File: config.mk
export PLATFORM = sky130hd
export DESIGN_NAME = mac_rx_top
export DESIGN_NICKNAME = d
export VERILOG_FILES = /design/src/hw/mac_rx_pkg.sv /design/src/hw/crc32_rx.sv /design/src/hw/frame_parser.sv /design/src/hw/mac_rx_top.sv /design/src/hw/rx_align.sv /design/src/hw/rx_trailer_gen.sv
export VERILOG_INCLUDE_DIRS = /design/src /design/src/hw
export SDC_FILE = /design/constraint.sdc
export NUM_CORES = 1
export LEC_CHECK = 0
export ABC_AREA = 1
export BUFFER_PORTS_ARGS = -buffer_cell sky130_fd_sc_hd__buf_4
export CAP_MARGIN = 20
export CORE_ASPECT_RATIO = 1.25
export CORE_MARGIN = 2
export CORE_UTILIZATION = 48
export CTS_BUF_LIST = sky130_fd_sc_hd__clkbuf_4 sky130_fd_sc_hd__clkbuf_8 sky130_fd_sc_hd__clkbuf_16
export DETAILED_ROUTE_END_ITERATION = 6
export PLACE_DENSITY = 0.7
export SKIP_CTS_REPAIR_TIMING = 1
export SLEW_MARGIN = 20
export SYNTH_ARGS = -nofsm -noshare
export SYNTH_HDL_FRONTEND = slang
export SYNTH_SLANG_ARGS = --single-unit
File: constraint.sdc
create_clock -name clk_125m -period 7.92 [get_ports clk_125m]
set_clock_uncertainty 0.15 [all_clocks]
set_input_delay 0.396 -clock clk_125m [delete_from_list [all_inputs] [get_ports clk_125m]]
set_output_delay 0.396 -clock clk_125m [all_outputs]
set_load 0.02 [all_outputs]
File: src/hw/mac_rx_settings.svh
// Framing constants for the receive framer; positions are body byte indexes, CRC is reflected
`ifndef MAC_RX_SETTINGS_SVH
`define MAC_RX_SETTINGS_SVH

// ----------------------------------------------------------
// Framing bytes
// ----------------------------------------------------------
`define MAC_RX_PREAMBLE_BYTE 8'h55
`define MAC_RX_PREAMBLE_LEN  7
`define MAC_RX_SFD_BYTE      8'hD5
`define MAC_RX_END_BYTE      8'hFD

// Header fields, high byte first
`define MAC_RX_SEQ_POS       10
`define MAC_RX_LEN_POS       12
`define MAC_RX_HDR_LEN       14

// Sections that follow the body
`define MAC_RX_STATUS_LEN    2
`define MAC_RX_FCS_LEN       4
`define MAC_RX_MAX_BODY      1500

`define MAC_RX_CRC_POLY      32'hEDB8_8320
`define MAC_RX_CRC_INIT      32'hFFFF_FFFF
`define MAC_RX_CRC_XOROUT    32'hFFFF_FFFF

`endif

File: src/hw/mac_rx_pkg.sv
// Shared types for the receive framer; no back-pressure field exists on any beat
package mac_rx_pkg;

    typedef logic [7:0]  byte_t;
    typedef logic [15:0] seq_t;
    typedef logic [15:0] len_t;
    typedef logic [15:0] status_t;
    typedef logic [31:0] crc_t;

    // Byte beat on the PCS side, between blocks and toward the FIFO
    typedef struct packed {
        logic  valid;
        logic  sop;
        logic  eop;
        byte_t data;
    } rx_beat_t;

    // Bytes for the CRC checker, FCS bytes marked separately
    typedef struct packed {
        logic  valid;
        logic  first;
        logic  is_fcs;
        byte_t data;
    } crc_feed_t;

    typedef struct packed {
        logic len_err;
        logic seq_err;
    } frame_flags_t;

    typedef enum logic [1:0] {
        HUNT,
        PREAMBLE,
        SFD_WAIT,
        IN_FRAME
    } align_state_t;

    typedef enum logic [2:0] {
        IDLE,
        BODY,
        STATUS,
        FCS,
        TAIL
    } parse_state_t;

endpackage

File: src/hw/crc32_rx.sv
// FCS is expected high byte first as the inverted CRC; crc_err holds until the next first byte
`timescale 1ns/100ps
`include "mac_rx_settings.svh"

module crc32_rx (
    input  logic                  clk_125m,
    input  logic                  rst_125m,
    input  mac_rx_pkg::crc_feed_t crc_feed,
    output logic                  crc_err
);

    localparam int FCS_CNT_W = $clog2(`MAC_RX_FCS_LEN);

    mac_rx_pkg::crc_t     crc_q;
    mac_rx_pkg::crc_t     fcs_q;
    mac_rx_pkg::crc_t     fcs_full;
    mac_rx_pkg::crc_t     crc_final;
    logic [FCS_CNT_W-1:0] fcs_cnt_q;
    logic                 crc_err_q;
    logic                 data_beat;
    logic                 fcs_beat;

    // Reflected CRC-32, one byte per call, LSB first
    function automatic mac_rx_pkg::crc_t crc_byte(input mac_rx_pkg::crc_t crc_in,
                                                  input mac_rx_pkg::byte_t d);
        mac_rx_pkg::crc_t c;
        c = crc_in ^ {24'd0, d};
        for (int i = 0; i < 8; i++) begin
            c = c[0] ? ((c >> 1) ^ `MAC_RX_CRC_POLY) : (c >> 1);
        end
        return c;
    endfunction

    assign data_beat = crc_feed.valid && !crc_feed.is_fcs;
    assign fcs_beat  = crc_feed.valid && crc_feed.is_fcs && !crc_feed.first;
    assign fcs_full  = {fcs_q[23:0], crc_feed.data};
    assign crc_final = crc_q ^ `MAC_RX_CRC_XOROUT;

    // ----------------------------------------------------------
    // Running CRC and received FCS
    // ----------------------------------------------------------
    always_ff @(posedge clk_125m) begin
        if (data_beat) begin
            crc_q <= crc_byte(crc_feed.first ? `MAC_RX_CRC_INIT : crc_q, crc_feed.data);
        end
        if (fcs_beat) begin
            fcs_q <= fcs_full;
        end
    end

    // Compare once the last FCS byte is in
    always_ff @(posedge clk_125m or negedge rst_125m) begin
        if (!rst_125m) begin
            fcs_cnt_q <= '0;
            crc_err_q <= 1'b0;
        end else if (crc_feed.valid && crc_feed.first) begin
            fcs_cnt_q <= '0;
            crc_err_q <= 1'b0;
        end else if (fcs_beat) begin
            if (fcs_cnt_q == FCS_CNT_W'(`MAC_RX_FCS_LEN - 1)) begin
                fcs_cnt_q <= '0;
                crc_err_q <= (fcs_full != crc_final);
            end else begin
                fcs_cnt_q <= fcs_cnt_q + 1'b1;
            end
        end
    end

    assign crc_err = crc_err_q;

endmodule

File: src/hw/frame_parser.sv
// Lengths outside 14..MAC_RX_MAX_BODY are unsupported; an eop byte is never forwarded as body
`timescale 1ns/100ps
`include "mac_rx_settings.svh"

module frame_parser (
    input  logic                     clk_125m,
    input  logic                     rst_125m,
    input  mac_rx_pkg::rx_beat_t     frame_beat,
    output mac_rx_pkg::crc_feed_t    crc_feed,
    output mac_rx_pkg::rx_beat_t     payload,
    output logic                     frame_done,
    output mac_rx_pkg::frame_flags_t flags,
    output mac_rx_pkg::status_t      status
);

    mac_rx_pkg::parse_state_t state_q;
    mac_rx_pkg::parse_state_t cur_state;
    mac_rx_pkg::parse_state_t next_state;
    mac_rx_pkg::len_t         cnt_q;
    mac_rx_pkg::len_t         pos;
    mac_rx_pkg::len_t         len_q;
    mac_rx_pkg::len_t         len_cur;
    mac_rx_pkg::byte_t        seq_hi_q;
    mac_rx_pkg::seq_t         seq_cur;
    mac_rx_pkg::seq_t         prev_seq_q;
    mac_rx_pkg::status_t      status_q;
    mac_rx_pkg::byte_t        data_q;
    logic                     start;
    logic                     body_last;
    logic                     closing;
    logic                     body_byte;
    logic                     len_err_q;
    logic                     seq_err_q;
    logic                     done_q;
    logic                     pay_valid_q;
    logic                     pay_sop_q;
    logic                     feed_valid_q;
    logic                     feed_first_q;
    logic                     feed_fcs_q;

    // ----------------------------------------------------------
    // Position and region of the incoming byte
    // ----------------------------------------------------------
    always_comb begin
        start     = frame_beat.valid && frame_beat.sop;
        cur_state = start ? mac_rx_pkg::BODY : state_q;
        pos       = start ? '0 : cnt_q;
        // Low length byte is still on the bus at its own position
        len_cur   = (pos == mac_rx_pkg::len_t'(`MAC_RX_LEN_POS + 1)) ?
                    {len_q[15:8], frame_beat.data} : len_q;
        seq_cur   = {seq_hi_q, frame_beat.data};
        body_last = (pos >= mac_rx_pkg::len_t'(`MAC_RX_HDR_LEN - 1)) &&
                    (pos == len_cur - 16'd1);
        closing   = frame_beat.valid && (cur_state != mac_rx_pkg::IDLE) &&
                    (frame_beat.eop || cur_state == mac_rx_pkg::TAIL);
        body_byte = frame_beat.valid && (cur_state == mac_rx_pkg::BODY) && !closing;

        next_state = cur_state;
        case (cur_state)
            mac_rx_pkg::BODY: begin
                if (body_last) next_state = mac_rx_pkg::STATUS;
            end
            mac_rx_pkg::STATUS: begin
                if (pos == len_q + mac_rx_pkg::len_t'(`MAC_RX_STATUS_LEN - 1))
                    next_state = mac_rx_pkg::FCS;
            end
            mac_rx_pkg::FCS: begin
                if (pos == len_q + mac_rx_pkg::len_t'(`MAC_RX_STATUS_LEN + `MAC_RX_FCS_LEN - 1))
                    next_state = mac_rx_pkg::TAIL;
            end
            default: next_state = cur_state;
        endcase
        // End marker slot or early eop, lost eop closes here as well
        if (closing) next_state = mac_rx_pkg::IDLE;
    end

    // ----------------------------------------------------------
    // Control, header fields and checks
    // ----------------------------------------------------------
    always_ff @(posedge clk_125m or negedge rst_125m) begin
        if (!rst_125m) begin
            state_q      <= mac_rx_pkg::IDLE;
            cnt_q        <= '0;
            len_q        <= '0;
            prev_seq_q   <= '0;
            len_err_q    <= 1'b0;
            seq_err_q    <= 1'b0;
            done_q       <= 1'b0;
            pay_valid_q  <= 1'b0;
            pay_sop_q    <= 1'b0;
            feed_valid_q <= 1'b0;
            feed_first_q <= 1'b0;
            feed_fcs_q   <= 1'b0;
        end else begin
            done_q       <= closing;
            pay_valid_q  <= body_byte;
            pay_sop_q    <= start && !closing;
            feed_valid_q <= frame_beat.valid && !closing &&
                            (cur_state inside {mac_rx_pkg::BODY, mac_rx_pkg::STATUS,
                                               mac_rx_pkg::FCS});
            feed_first_q <= start && !closing;
            feed_fcs_q   <= (cur_state == mac_rx_pkg::FCS);
            if (frame_beat.valid) begin
                state_q <= next_state;
                cnt_q   <= pos + 16'd1;
            end
            if (start) begin
                len_err_q <= 1'b0;
                seq_err_q <= 1'b0;
            end
            if (closing) begin
                len_err_q <= (cur_state != mac_rx_pkg::TAIL) || !frame_beat.eop ||
                             (frame_beat.data != `MAC_RX_END_BYTE);
            end
            if (body_byte && pos == mac_rx_pkg::len_t'(`MAC_RX_LEN_POS)) begin
                len_q[15:8] <= frame_beat.data;
            end
            if (body_byte && pos == mac_rx_pkg::len_t'(`MAC_RX_LEN_POS + 1)) begin
                len_q <= len_cur;
            end
            // Next frame is judged against this number even when it skipped
            if (body_byte && pos == mac_rx_pkg::len_t'(`MAC_RX_SEQ_POS + 1)) begin
                seq_err_q  <= (seq_cur != prev_seq_q + 16'd1);
                prev_seq_q <= seq_cur;
            end
        end
    end

    always_ff @(posedge clk_125m) begin
        data_q <= frame_beat.data;
        if (body_byte && pos == mac_rx_pkg::len_t'(`MAC_RX_SEQ_POS)) begin
            seq_hi_q <= frame_beat.data;
        end
        if (frame_beat.valid && cur_state == mac_rx_pkg::STATUS) begin
            if (pos == len_q) status_q[15:8] <= frame_beat.data;
            else              status_q[7:0]  <= frame_beat.data;
        end
    end

    assign payload    = {pay_valid_q, pay_sop_q, 1'b0, data_q};
    assign crc_feed   = {feed_valid_q, feed_first_q, feed_fcs_q, data_q};
    assign frame_done = done_q;
    assign flags      = {len_err_q, seq_err_q};
    assign status     = status_q;

    a_done_no_payload: assert property (@(posedge clk_125m) disable iff (!rst_125m)
        frame_done |-> !payload.valid);

    a_len_range: assert property (@(posedge clk_125m) disable iff (!rst_125m)
        state_q == mac_rx_pkg::STATUS |->
            (len_q >= mac_rx_pkg::len_t'(`MAC_RX_HDR_LEN) &&
             len_q <= mac_rx_pkg::len_t'(`MAC_RX_MAX_BODY)));

endmodule

File: src/hw/mac_rx_top.sv
// Body bytes leave 3 cycles after entry; trailer follows the end marker at +3 and +4
`timescale 1ns/100ps

module mac_rx_top (
    input  logic                 clk_125m,
    input  logic                 rst_125m,
    input  mac_rx_pkg::rx_beat_t pcs_rx,
    input  logic                 cfg_err,
    output mac_rx_pkg::rx_beat_t fifo_rx
);

    mac_rx_pkg::rx_beat_t     frame_beat;
    mac_rx_pkg::crc_feed_t    crc_feed;
    mac_rx_pkg::rx_beat_t     payload;
    mac_rx_pkg::frame_flags_t flags;
    mac_rx_pkg::status_t      status;
    logic                     frame_done;
    logic                     crc_err;

    // ----------------------------------------------------------
    // Alignment and parsing
    // ----------------------------------------------------------
    rx_align u_rx_align (
        .clk_125m   (clk_125m),
        .rst_125m   (rst_125m),
        .pcs_rx     (pcs_rx),
        .frame_beat (frame_beat)
    );

    frame_parser u_frame_parser (
        .clk_125m   (clk_125m),
        .rst_125m   (rst_125m),
        .frame_beat (frame_beat),
        .crc_feed   (crc_feed),
        .payload    (payload),
        .frame_done (frame_done),
        .flags      (flags),
        .status     (status)
    );

    // ----------------------------------------------------------
    // CRC check and FIFO output
    // ----------------------------------------------------------
    crc32_rx u_crc32_rx (
        .clk_125m (clk_125m),
        .rst_125m (rst_125m),
        .crc_feed (crc_feed),
        .crc_err  (crc_err)
    );

    rx_trailer_gen u_rx_trailer_gen (
        .clk_125m   (clk_125m),
        .rst_125m   (rst_125m),
        .payload    (payload),
        .frame_done (frame_done),
        .flags      (flags),
        .status     (status),
        .crc_err    (crc_err),
        .cfg_err    (cfg_err),
        .fifo_rx    (fifo_rx)
    );

endmodule

File: src/hw/rx_align.sv
// PCS stream cannot stall; a valid sop byte of 0x55 restarts the hunt in any state
`timescale 1ns/100ps
`include "mac_rx_settings.svh"

module rx_align (
    input  logic                 clk_125m,
    input  logic                 rst_125m,
    input  mac_rx_pkg::rx_beat_t pcs_rx,
    output mac_rx_pkg::rx_beat_t frame_beat
);

    mac_rx_pkg::align_state_t state_q;
    logic [2:0]               pre_cnt_q;
    logic                     first_q;
    logic                     valid_q;
    logic                     sop_q;
    logic                     eop_q;
    mac_rx_pkg::byte_t        data_q;
    logic                     is_pre;
    logic                     new_frame;
    logic                     fwd;

    assign is_pre    = (pcs_rx.data == `MAC_RX_PREAMBLE_BYTE);
    assign new_frame = pcs_rx.valid && pcs_rx.sop && is_pre;
    assign fwd       = pcs_rx.valid && (state_q == mac_rx_pkg::IN_FRAME) && !new_frame;

    // ----------------------------------------------------------
    // Preamble and SFD hunt
    // ----------------------------------------------------------
    always_ff @(posedge clk_125m or negedge rst_125m) begin
        if (!rst_125m) begin
            state_q   <= mac_rx_pkg::HUNT;
            pre_cnt_q <= '0;
            first_q   <= 1'b0;
        end else if (new_frame) begin
            state_q   <= mac_rx_pkg::PREAMBLE;
            pre_cnt_q <= 3'd1;
        end else if (pcs_rx.valid) begin
            case (state_q)
                mac_rx_pkg::PREAMBLE: begin
                    pre_cnt_q <= pre_cnt_q + 3'd1;
                    if (!is_pre || pcs_rx.eop) begin
                        state_q <= mac_rx_pkg::HUNT;
                    end else if (pre_cnt_q == 3'(`MAC_RX_PREAMBLE_LEN - 1)) begin
                        state_q <= mac_rx_pkg::SFD_WAIT;
                    end
                end
                mac_rx_pkg::SFD_WAIT: begin
                    if (pcs_rx.data == `MAC_RX_SFD_BYTE && !pcs_rx.eop) begin
                        state_q <= mac_rx_pkg::IN_FRAME;
                        first_q <= 1'b1;
                    end else begin
                        state_q <= mac_rx_pkg::HUNT;
                    end
                end
                mac_rx_pkg::IN_FRAME: begin
                    first_q <= 1'b0;
                    if (pcs_rx.eop) begin
                        state_q <= mac_rx_pkg::HUNT;
                    end
                end
                default: state_q <= mac_rx_pkg::HUNT;
            endcase
        end
    end

    // Frame bytes only, first one after the SFD gets sop
    always_ff @(posedge clk_125m or negedge rst_125m) begin
        if (!rst_125m) begin
            valid_q <= 1'b0;
            sop_q   <= 1'b0;
            eop_q   <= 1'b0;
        end else begin
            valid_q <= fwd;
            sop_q   <= fwd && first_q;
            eop_q   <= fwd && pcs_rx.eop;
        end
    end

    always_ff @(posedge clk_125m) begin
        data_q <= pcs_rx.data;
    end

    assign frame_beat = {valid_q, sop_q, eop_q, data_q};

    a_sop_valid: assert property (@(posedge clk_125m) disable iff (!rst_125m)
        frame_beat.sop |-> frame_beat.valid);

endmodule

File: src/hw/rx_trailer_gen.sv
// Receive FIFO always accepts; cfg_err is asynchronous and passes a two-flop synchronizer
`timescale 1ns/100ps

module rx_trailer_gen (
    input  logic                     clk_125m,
    input  logic                     rst_125m,
    input  mac_rx_pkg::rx_beat_t     payload,
    input  logic                     frame_done,
    input  mac_rx_pkg::frame_flags_t flags,
    input  mac_rx_pkg::status_t      status,
    input  logic                     crc_err,
    input  logic                     cfg_err,
    output mac_rx_pkg::rx_beat_t     fifo_rx
);

    logic              cfg_meta_q;
    logic              cfg_sync_q;
    logic              trail2_q;
    logic              trail_cyc;
    logic              valid_q;
    logic              sop_q;
    logic              eop_q;
    mac_rx_pkg::byte_t data_q;

    assign trail_cyc = frame_done || trail2_q;

    always_ff @(posedge clk_125m or negedge rst_125m) begin
        if (!rst_125m) begin
            cfg_meta_q <= 1'b0;
            cfg_sync_q <= 1'b0;
            trail2_q   <= 1'b0;
            valid_q    <= 1'b0;
            sop_q      <= 1'b0;
            eop_q      <= 1'b0;
        end else begin
            cfg_meta_q <= cfg_err;
            cfg_sync_q <= cfg_meta_q;
            trail2_q   <= frame_done;
            valid_q    <= payload.valid || trail_cyc;
            sop_q      <= payload.sop && !trail_cyc;
            eop_q      <= trail2_q;
        end
    end

    // ----------------------------------------------------------
    // Output byte mux
    // ----------------------------------------------------------
    always_ff @(posedge clk_125m) begin
        if (frame_done) begin
            data_q <= status[15:8];
        end else if (trail2_q) begin
            // Error flags on top, low status nibble below
            data_q <= {cfg_sync_q, flags.len_err, flags.seq_err, crc_err, status[3:0]};
        end else begin
            data_q <= payload.data;
        end
    end

    assign fifo_rx = {valid_q, sop_q, eop_q, data_q};

    a_no_payload_in_trailer: assert property (@(posedge clk_125m) disable iff (!rst_125m)
        trail_cyc |-> !payload.valid);

endmodule

Yosys cells after proc, flatten, opt, wreduce, memory -nomap -nowiden
Cells that the tools add are included.
Widths: inputs -> output; s select.
{"block": "totals", "inputBits": 14, "regBits": 176, "output_inout_bits": 11, "word_cells": 179}
{"block": "op_classes", "eq_ne": 26, "n_bitwise": 12, "n_reduce_logical": 56, "muxes": 42, "order_cmp": 1, "addsub": 7}
{"operator": "$mux 32", "n": 8}
{"operator": "$not 13->14", "n": 8}
{"operator": "$eq 16x16->1", "n": 4}
{"operator": "$eq 16x4->1 const B", "n": 4}
{"operator": "$add 16x1->16 const B", "n": 3}
{"operator": "$mux 16", "n": 2}
{"operator": "$mux 8", "n": 4}
{"operator": "$ne 32x32->1", "n": 1}
{"operator": "$not 32->32", "n": 1}
{"operator": "$xor 32x8->32", "n": 1}
{"operator": "$mux 31", "n": 1}
{"operator": "$logic_and 1x1->1", "n": 26}
{"operator": "$mux 3", "n": 8}
{"operator": "$mux 2", "n": 9}
{"operator": "$add 16x3->16 const B", "n": 1}
{"operator": "$ge 16x4->1 const B", "n": 1}
{"operator": "$ne 16x16->1", "n": 1}
{"operator": "$reduce_bool 2->1", "n": 8}
{"operator": "$sub 16x1->16 const B", "n": 1}
{"operator": "$pmux 3 s3", "n": 1}
{"operator": "$eq 8x7->1 const B", "n": 1}
{"operator": "$eq 8x8->1 const B", "n": 1}
{"operator": "$logic_not 1->1", "n": 8}
{"operator": "$ne 8x8->1 const B", "n": 1}
{"operator": "other kinds (20)", "n": 40}

Logic depth before layout (Yosys ltp)
Gate-level depths: netlist (run 1).
{"block": "depth", "depth_word": 18, "mapped_depth": 27, "depth_no_buf": 24}

Modules after synthesis
Synthesis (run 1) repeated with hierarchy kept, for this count alone.
{"block": "unflattened", "cells_unflattened": 1349, "area_unflattened_um2": 11028.1}
{"mod": "frame_parser", "cells_each": 728, "area_per_inst_um2": 5731.7, "seq_area_each_um2": 2332.2, "instances": 1}
{"mod": "crc32_rx", "cells_each": 445, "area_per_inst_um2": 3853.7, "seq_area_each_um2": 1756.7, "instances": 1}
{"mod": "rx_align", "cells_each": 97, "area_per_inst_um2": 833.3, "seq_area_each_um2": 385.4, "instances": 1}
{"mod": "rx_trailer_gen", "cells_each": 79, "area_per_inst_um2": 609.3, "seq_area_each_um2": 310.3, "instances": 1}

Least setup slack after synthesis (run 1)
Ideal clock, no wire load.
{"block": "synth_timing", "path_kind": "flip-flop to flip-flop", "start": "register u_rx_align.valid_q", "end": "register u_frame_parser.state_q[0]", "arrival_ns": 3.081, "slack_ns": 4.573, "setup_ns": 0.116, "stages_incl_launch_ff": 24, "required_time_ns": 7.654, "n_path_buf": 3, "period_less_slack_ns": 3.347, "cell_sequence": "dfrtp_1 -> buf_6 -> nand2_8 -> buf_6 -> buf_2 -> nand2_1 -> inv_1 -> ha_1 -> nand4_2 -> nor2_8 -> nand2_4 -> nand2_1 -> nand2_2 -> ha_1 -> xnor2_1 -> nand4_1 -> nor2_1 -> nand2_1 -> nor3_2 -> nand3_1 -> nand2_1 -> nand2_1 -> nand2_1 -> nand2_1"}
{"block": "synth_between", "elab_chain_len": 10, "elab_cells_between_ends": 24, "classes_between": "1 x add/sub; 1 x order compare; 8 x eq/ne; 8 x mux; 6 x reduce/logical"}
{"element": "start: declaration", "line_no": "rx_align.sv:15", "rtl": "logic valid_q;"}
{"element": "start signal: assignment", "line_no": "rx_align.sv:74", "rtl": "valid_q <= fwd;"}
{"element": "$logic_and 1x1->1", "line_no": "frame_parser.sv:45", "rtl": "start = frame_beat.valid && frame_beat.sop;"}
{"element": "$mux 16", "line_no": "frame_parser.sv:47", "rtl": "pos = start ? '0 : cnt_q;"}
{"element": "$eq 16x4->1", "line_no": "frame_parser.sv:49", "rtl": "len_cur = (pos == mac_rx_pkg::len_t'(`MAC_RX_LEN_POS + 1)) ?"}
{"element": "$mux 8", "line_no": "frame_parser.sv:49"}
{"element": "$sub 16x1->16", "line_no": "frame_parser.sv:53", "rtl": "(pos == len_cur - 16'd1);"}
{"element": "$eq 16x16->1", "line_no": "frame_parser.sv:53"}
{"element": "$logic_and 1x1->1", "line_no": "frame_parser.sv:52", "rtl": "body_last = (pos >= mac_rx_pkg::len_t'(`MAC_RX_HDR_LEN - 1)) &&"}
{"element": "$mux 3", "line_no": "frame_parser.sv:61", "rtl": "if (body_last) next_state = mac_rx_pkg::STATUS;"}
{"element": "$pmux 3 s3", "line_no": "frame_parser.sv:59", "rtl": "case (cur_state)"}
{"element": "$mux 3", "line_no": "frame_parser.sv:74", "rtl": "if (closing) next_state = mac_rx_pkg::IDLE;"}
{"element": "end signal: assignment", "line_no": "frame_parser.sv:82", "rtl": "state_q <= mac_rx_pkg::IDLE;"}
{"element": "end signal: assignment", "line_no": "frame_parser.sv:104", "rtl": "state_q <= next_state;"}
{"element": "end: declaration", "line_no": "frame_parser.sv:16", "rtl": "mac_rx_pkg::parse_state_t state_q;"}
Several ways; a longest one is shown, not always the timed one.
A chain may end at the register's enable or synchronous reset.

Final worst setup path (run 1)
Same ends and word-level chain as after synthesis.

==> results of run 1 <==
## stage by stage
| stage | util [%] | cells | total power [mW] | area (µm²) |
|---|---|---|---|---|
| finish | 54.7 | 1431 | 1.96 | 11000 |
| global route | 54.7 | 1431 | 2.02 | 11000 |
| CTS | 54.2 | 1421 | 1.97 | 10900 |
| detailed placement | 51.2 | 1389 | 1.12 | 10300 |
| global placement | 51.2 | 1389 | 1.11 | 10300 |
| floorplan | - | 1111 | 1.07 | 9850 |
## where the power goes
| group | internal, mW | switching, mW | leakage, nW | total [mW] |
|---|---|---|---|---|
| logic | 0.0459 | 0.0682 | 2.75 | 0.114 |
| clock network | 0.455 | 0.402 | 0.296 | 0.857 |
| registers | 0.971 | 0.0144 | 1.94 | 0.985 |
| total | 1.47 | 0.484 | 4.98 | 1.96 |
## logic make-up after synthesis
| group | synth area share, % |
|---|---|
| buffers and inverters | 6.52 |
| adders and majority gates | 1.78 |
| xor gates and xnor gates | 14.3 |
| DFF | 47.4 |
| AOI/OAI and AO/OA | 6.05 |
| and+or+nand+nor | 23.6 |
| muxes | 0.419 |
## layout by cell type (no fill, tap or decap), drive strengths merged, types with 24 or more instances in the layout
| cell | synthesis | layout |
|---|---|---|
| a21oi | 28 | 28 |
| buf | 9 | 28 |
| dfrtp | 76 | 76 |
| dfxtp | 24 | 24 |
| edfxtp | 76 | 76 |
| inv | 138 | 147 |
| nand2 | 249 | 249 |
| nand3 | 60 | 60 |
| nand4 | 26 | 26 |
| nor2 | 119 | 119 |
| o21ai | 52 | 52 |
| xnor2 | 44 | 44 |
| xor2 | 114 | 114 |
## cell usage after synthesis (10+ instances only)
cell | count | area share, %
edfxtp_1 | 76 | 23
dfrtp_1 | 76 | 19
a21oi_1 | 28 | 1.4
nand3_1 | 53 | 2.7
inv_1 | 132 | 5.0
ha_1 | 14 | 1.8
nor4_1 | 10 | 0.64
nor3_1 | 13 | 0.66
nand2_1 | 228 | 8.7
xor2_1 | 111 | 9.9
dfxtp_1 | 24 | 4.9
nand4_1 | 25 | 1.6
xnor2_1 | 44 | 3.9
nor2_1 | 109 | 4.2
nand2_2 | 16 | 1.0
clkbuf_1 | 11 | 0.42
o21ai_0 | 44 | 2.2
## worst max path at each step
| stage | startpoint | endpoint | slack, ns | depth (start not counted) |
|---|---|---|---|---|
| floorplan | u_rx_align.valid_q | u_frame_parser.state_q[0] | 4.57 | 23 |
| global placement | u_rx_align.valid_q | u_frame_parser.state_q[0] | 4.42 | 19 |
| detailed placement | u_rx_align.valid_q | u_frame_parser.state_q[0] | 4.29 | 19 |
| CTS | u_rx_align.valid_q | u_frame_parser.state_q[0] | 4.28 | 19 |
| global route | u_rx_align.valid_q | u_frame_parser.state_q[0] | 3.93 | 20 |
| finish | u_rx_align.valid_q | u_frame_parser.state_q[0] | 4.28 | 19 |
## registers in the layout (all words and copies together), names as in the netlist, 2 cells and up
name                       cells
u_frame_parser.seq_hi_q        8
u_rx_align.data_q              8
u_frame_parser.len_q          16
u_crc32_rx.fcs_cnt_q           2
u_frame_parser.prev_seq_q     16
u_crc32_rx.fcs_q              24
u_frame_parser.cnt_q          16
u_frame_parser.state_q         3
u_crc32_rx.crc_q              32
u_rx_align.pre_cnt_q           3
u_frame_parser.status         12
u_rx_align.state_q             2
u_rx_trailer_gen.data_q        8
u_frame_parser.data_q          8
## final cells by class
cell class	instances	area share, %
tap	270	3.07
multi-input combinational	774	41.4
clock inverter	15	1.65
clock buffer	17	3.87
timing repair buffer	38	2.85
inverter	141	4.81
sequential	176	42.4
## worst max-delay path: cells and delay by family, from the launching register on
family	cells	cell delay (ns)
and+or+nand+nor	16	2.07
DFF	1	0.62
adders and majority gates	2	0.53
xor gates and xnor gates	1	0.16
## per-layer routing
layer	GRT usage (%)	part of all wire (%)
met1	26.6	42
met3	3.43	3.7
met5	0	0
met4	8.70	2.9
met2	40.3	52
==> metrics.cfg, run 1 <==
[outcome]
status=finished clean

[hold_path]
hold_class=input port to register
worstHoldPathCells=3
min_to=u_rx_align.eop_q
min-delay-start=pcs_rx[8]

[flow_run]
maxCapViolCount=0

[clock_network]
cts_tree=built
numCtsBuffers=17
clock-root-buffer=clkbuf_16
clk-insertion-delay-late_ns=0.43
clk_path_buf_depth=2
clk_pin_slew_worst_paths_ns=0.07
numClockSinks=176
cts.htree.levels=4

[worst_setup_path]
cpPeakStageDelay_ns=0.62
worstPathRequired_ns=8.08
arrival_ns=3.81
crit_path_start_kind=register
worstSetupPathType=register to register
r2r_slack_ns=4.28
r2r_end=u_frame_parser.state_q[0]
critPathSlowestCell=dfrtp_1
r2r_start=u_rx_align.valid_q
crit_path_end_kind=register
critPathMostFrequentCell=nand2_1
worstPathMaxFanout=27
rr_worst_depth=19
crit_chain=nand2_8 > nand2_1 > ha_1 > nand4_2 > nor2_8 > nand2_4 > nand2_1 > nand2_2 > ha_1 > xnor2_1 > nand4_1 > nor2_1 > nand2_1 > nor3_2 > nand3_1 > nand2_1 > nand2_1 > nand2_1 > nand2_1

[floorplan]
die_w_um=132
coreArea_mm2=0.0201
rows=58
start_util_pct=49.0
fp.dieH_um=164
boundaryPins=25
die_area_mm2=0.0217

[global_route]
grt_pass1_wl_um=37500
globalRoute.totalOverflow=0
antenna_found_initial=0
grt_pass1_vias=7346
grtUsageTotal_pct=22.2
grt_max_degree=77

[final_layout]
multi_input_area_mm2=0.00455
num_antenna_cells=0
drive_gt1_share_pct=10.7
num-nets-final=1176
final-seq-area_mm2=0.00466
area_delta_synth_final_pct=11.8
fill_cells=1799

[synthesis]
synth_nets=1139
synth-main-ff-cell=edfxtp_1
syn_area_per_cell_um2=8.86
ys_warn_count=0
ys_ff_latch=176
synthCells=1111
seq_area_frac_synth_pct=47.4
postSynth.asyncResetShare_pct=43.2
yosys.cell_types.count=56
synth.cell_area_mm2=0.00985
synth_edf_count=76

[sta]
final.period_utilization_pct=46.0
finalSetupTns_ns=0
relSlewSlack_pct=30.1
fin_hold_ws_ns=0.0991
setup_violations=0
report.final.hold_viol_count=0
rsz0062_at_grt=no
fmax_mhz=275
layout_min_cycle_time_ns=3.64
slew_viol_final=0
layout_setup_ws_ns=4.28
tightest_slew_ns=1.04

[placement]
place.gp.congestion=1.01
post-dp-hpwl_um=17400
port_buffers=24
dp_slack_ns=4.29

[route]
remaining_drc_errors=0
wire_per_inst_um=16.2
drtIter0Drc=556
vias=7477
ant_nets=0
drt_wl_total_um=23200
drt_first_pass_iters=5
viasPerCell=5.23

[pwr]
ir_drop_v=0.000194
p_leak_nw=4.98
power_density_mw_per_mm2=178

Note: power is estimated with default switching activity, not from simulation.
==> run 2: changes to the inputs <==
Clock period 7.92 ns to 3.6 ns, I/O delays scaled along.
==> metrics.cfg, run 2 (same netlist as run 1, synthesis figures left out) <==
[hold_path]
hold_class=input port to asynchronous set/reset pin

[clock_network]
clock-root-buffer=clkbuf_16
cts.htree.levels=4  ; unchanged
clk_path_buf_depth=2  ; unchanged
cts_tree=built
numClockSinks=176  ; unchanged
clk-insertion-delay-late_ns=0.43  ; about the same
clk_pin_slew_worst_paths_ns=0.07  ; about the same
numCtsBuffers=17  ; unchanged

[sta]
final.period_utilization_pct=92.0  ; +46 points
layout_setup_ws_ns=0.287  ; -3.99 ns
finalSetupTns_ns=0  ; unchanged
report.final.hold_viol_count=0  ; unchanged
setup_violations=0  ; unchanged
slew_viol_final=0  ; unchanged
layout_min_cycle_time_ns=3.31  ; -0.329 ns
tightest_slew_ns=0.712  ; -0.329 ns
fmax_mhz=302  ; +9.9%
relSlewSlack_pct=52.5  ; +22 points

[floorplan]
coreArea_mm2=0.0201  ; unchanged
rows=58  ; unchanged
start_util_pct=49.0  ; unchanged
fp.dieH_um=164  ; unchanged
die_w_um=132  ; unchanged
die_area_mm2=0.0217  ; unchanged
boundaryPins=25  ; unchanged

[global_route]
globalRoute.totalOverflow=0  ; unchanged
antenna_found_initial=0  ; unchanged
grt_pass1_vias=7289  ; -0.78%
grt_max_degree=77  ; unchanged
grt_pass1_wl_um=37500  ; +0.17%
grtUsageTotal_pct=22.2  ; -0.049 points

[flow_run]
maxCapViolCount=0  ; unchanged

[final_layout]
final_common_cell=nand2_1
area_delta_synth_final_pct=13.3
fill_cells=1845  ; +2.6%
reg_top3=u_crc32_rx.crc_q: 32 flops, u_crc32_rx.fcs_q: 24 flops
num_antenna_cells=0  ; unchanged
final_cell_mix=228 x nand2_1, 132 x inv_1, 111 x xor2_1
num-nets-final=1196  ; +1.7%
drive_gt1_share_pct=12.1  ; +1.4 points
largest_reg_flops=32  ; unchanged
top_register=u_crc32_rx.crc_q
final_util_pct=55.5  ; +0.75 points
design_area_mm2=0.0112  ; +1.4%

[worst_setup_path]
worstPathMaxFanout=14  ; -48%
worstPathRequired_ns=3.77  ; -4.31 ns
worstSetupPathType=register to register
arrival_ns=3.48  ; -0.33 ns
crit_path_end_kind=register
crit_path_start_kind=register

[route]
wire_per_inst_um=16.2  ; about the same
drt_first_pass_iters=7  ; +2
vias=7466  ; -0.15%
remaining_drc_errors=0  ; unchanged
viasPerCell=5.15  ; -1.5%
drt_wl_total_um=23500  ; +1.3%
drtIter0Drc=744  ; +34%
ant_nets=0  ; unchanged

[placement]
port_buffers=24  ; unchanged
dp_slack_ns=0.282  ; -4.01 ns
place.gp.congestion=0.949  ; -5.8%
placedInstanceArea_mm2=0.0104  ; +1.1%
post-dp-hpwl_um=17500  ; +1.0%

[pwr]
p_leak_nw=5.08  ; +2.1%
power_density_mw_per_mm2=380  ; +110%
ir_drop_v=0.000403  ; +110%
power.total_mw=4.24  ; +120%

[outcome]
status=finished clean

run 2: worst paths after layout:
| kind | end | slack [ns] | from | cells after the start |
|---|---|---|---|---|
| max | u_frame_parser.state_q[0] | 0.29 | u_rx_align.sop_q | 20 |
| min | u_frame_parser.cnt_q[8] | 0.02 | rst_125m | 2 |
| max reg2reg | u_frame_parser.state_q[0] | 0.29 | u_rx_align.sop_q | 20 |
| min reg2reg | u_rx_trailer_gen.cfg_sync_q | 0.21 | u_rx_trailer_gen.cfg_meta_q | 0 |
| max in group asynchronous | u_frame_parser.pay_valid_q | 2.69 | rst_125m | 3 |
| min in group clk_125m | u_rx_align.state_q[0] | 0.09 | pcs_rx[9] | 5 |
run 2: layout make-up:
class / instances / area, µm² / area share, %
tap: 270 / 338 / 3.03
multi-input combinational: 775 / 4560 / 40.9
timing repair buffer: 57 / 478 / 4.28
sequential: 176 / 4670 / 41.8
clock inverter: 10 / 88.8 / 0.796
inverter: 141 / 529 / 4.74
clock buffer: 22 / 493 / 4.42
run 2: routing by layer:
metal / global-route usage, % / routed length (µm) / up-vias
met2: 39.9 / 11900 / 159
met1: 27.4 / 10200 / 3549
met5: 0 / 0 / -
met4: 6.67 / 592 / 0
li1: - / - / 3723
met3: 3.73 / 831 / 35
run 2: critical path, cell delays in order (launching register included):
cell,delay (ns)
dfrtp_1,0.50
nand2_8,0.18
nand2_1,0.09
inv_1,0.15
ha_1,0.19
nand4_2,0.17
nor2_8,0.22
nand2_4,0.12
nand2_1,0.11
nand2_2,0.08
ha_1,0.31
xnor2_1,0.15
nand4_1,0.12
nor2_1,0.10
nand2_1,0.07
nor3_2,0.19
nand3_1,0.10
nand2_1,0.07
nand2_1,0.04
nand2_1,0.05
nand2_1,0.04
run 2: stage by stage:
stage               cells  hold WS [ns]
floorplan            1111        -0.266
CTS                  1436        -0.305
detailed placement   1404         0.142
global placement     1404         0.143
global route         1451        0.0261
finish               1451        0.0153
run 2: where the power goes:
part	leakage, nW	switching, mW	internal (mW)
registers	1.93	0.0292	2.14
clock network	0.286	0.812	0.995
logic	2.86	0.158	0.110
total	5.08	1.00	3.24
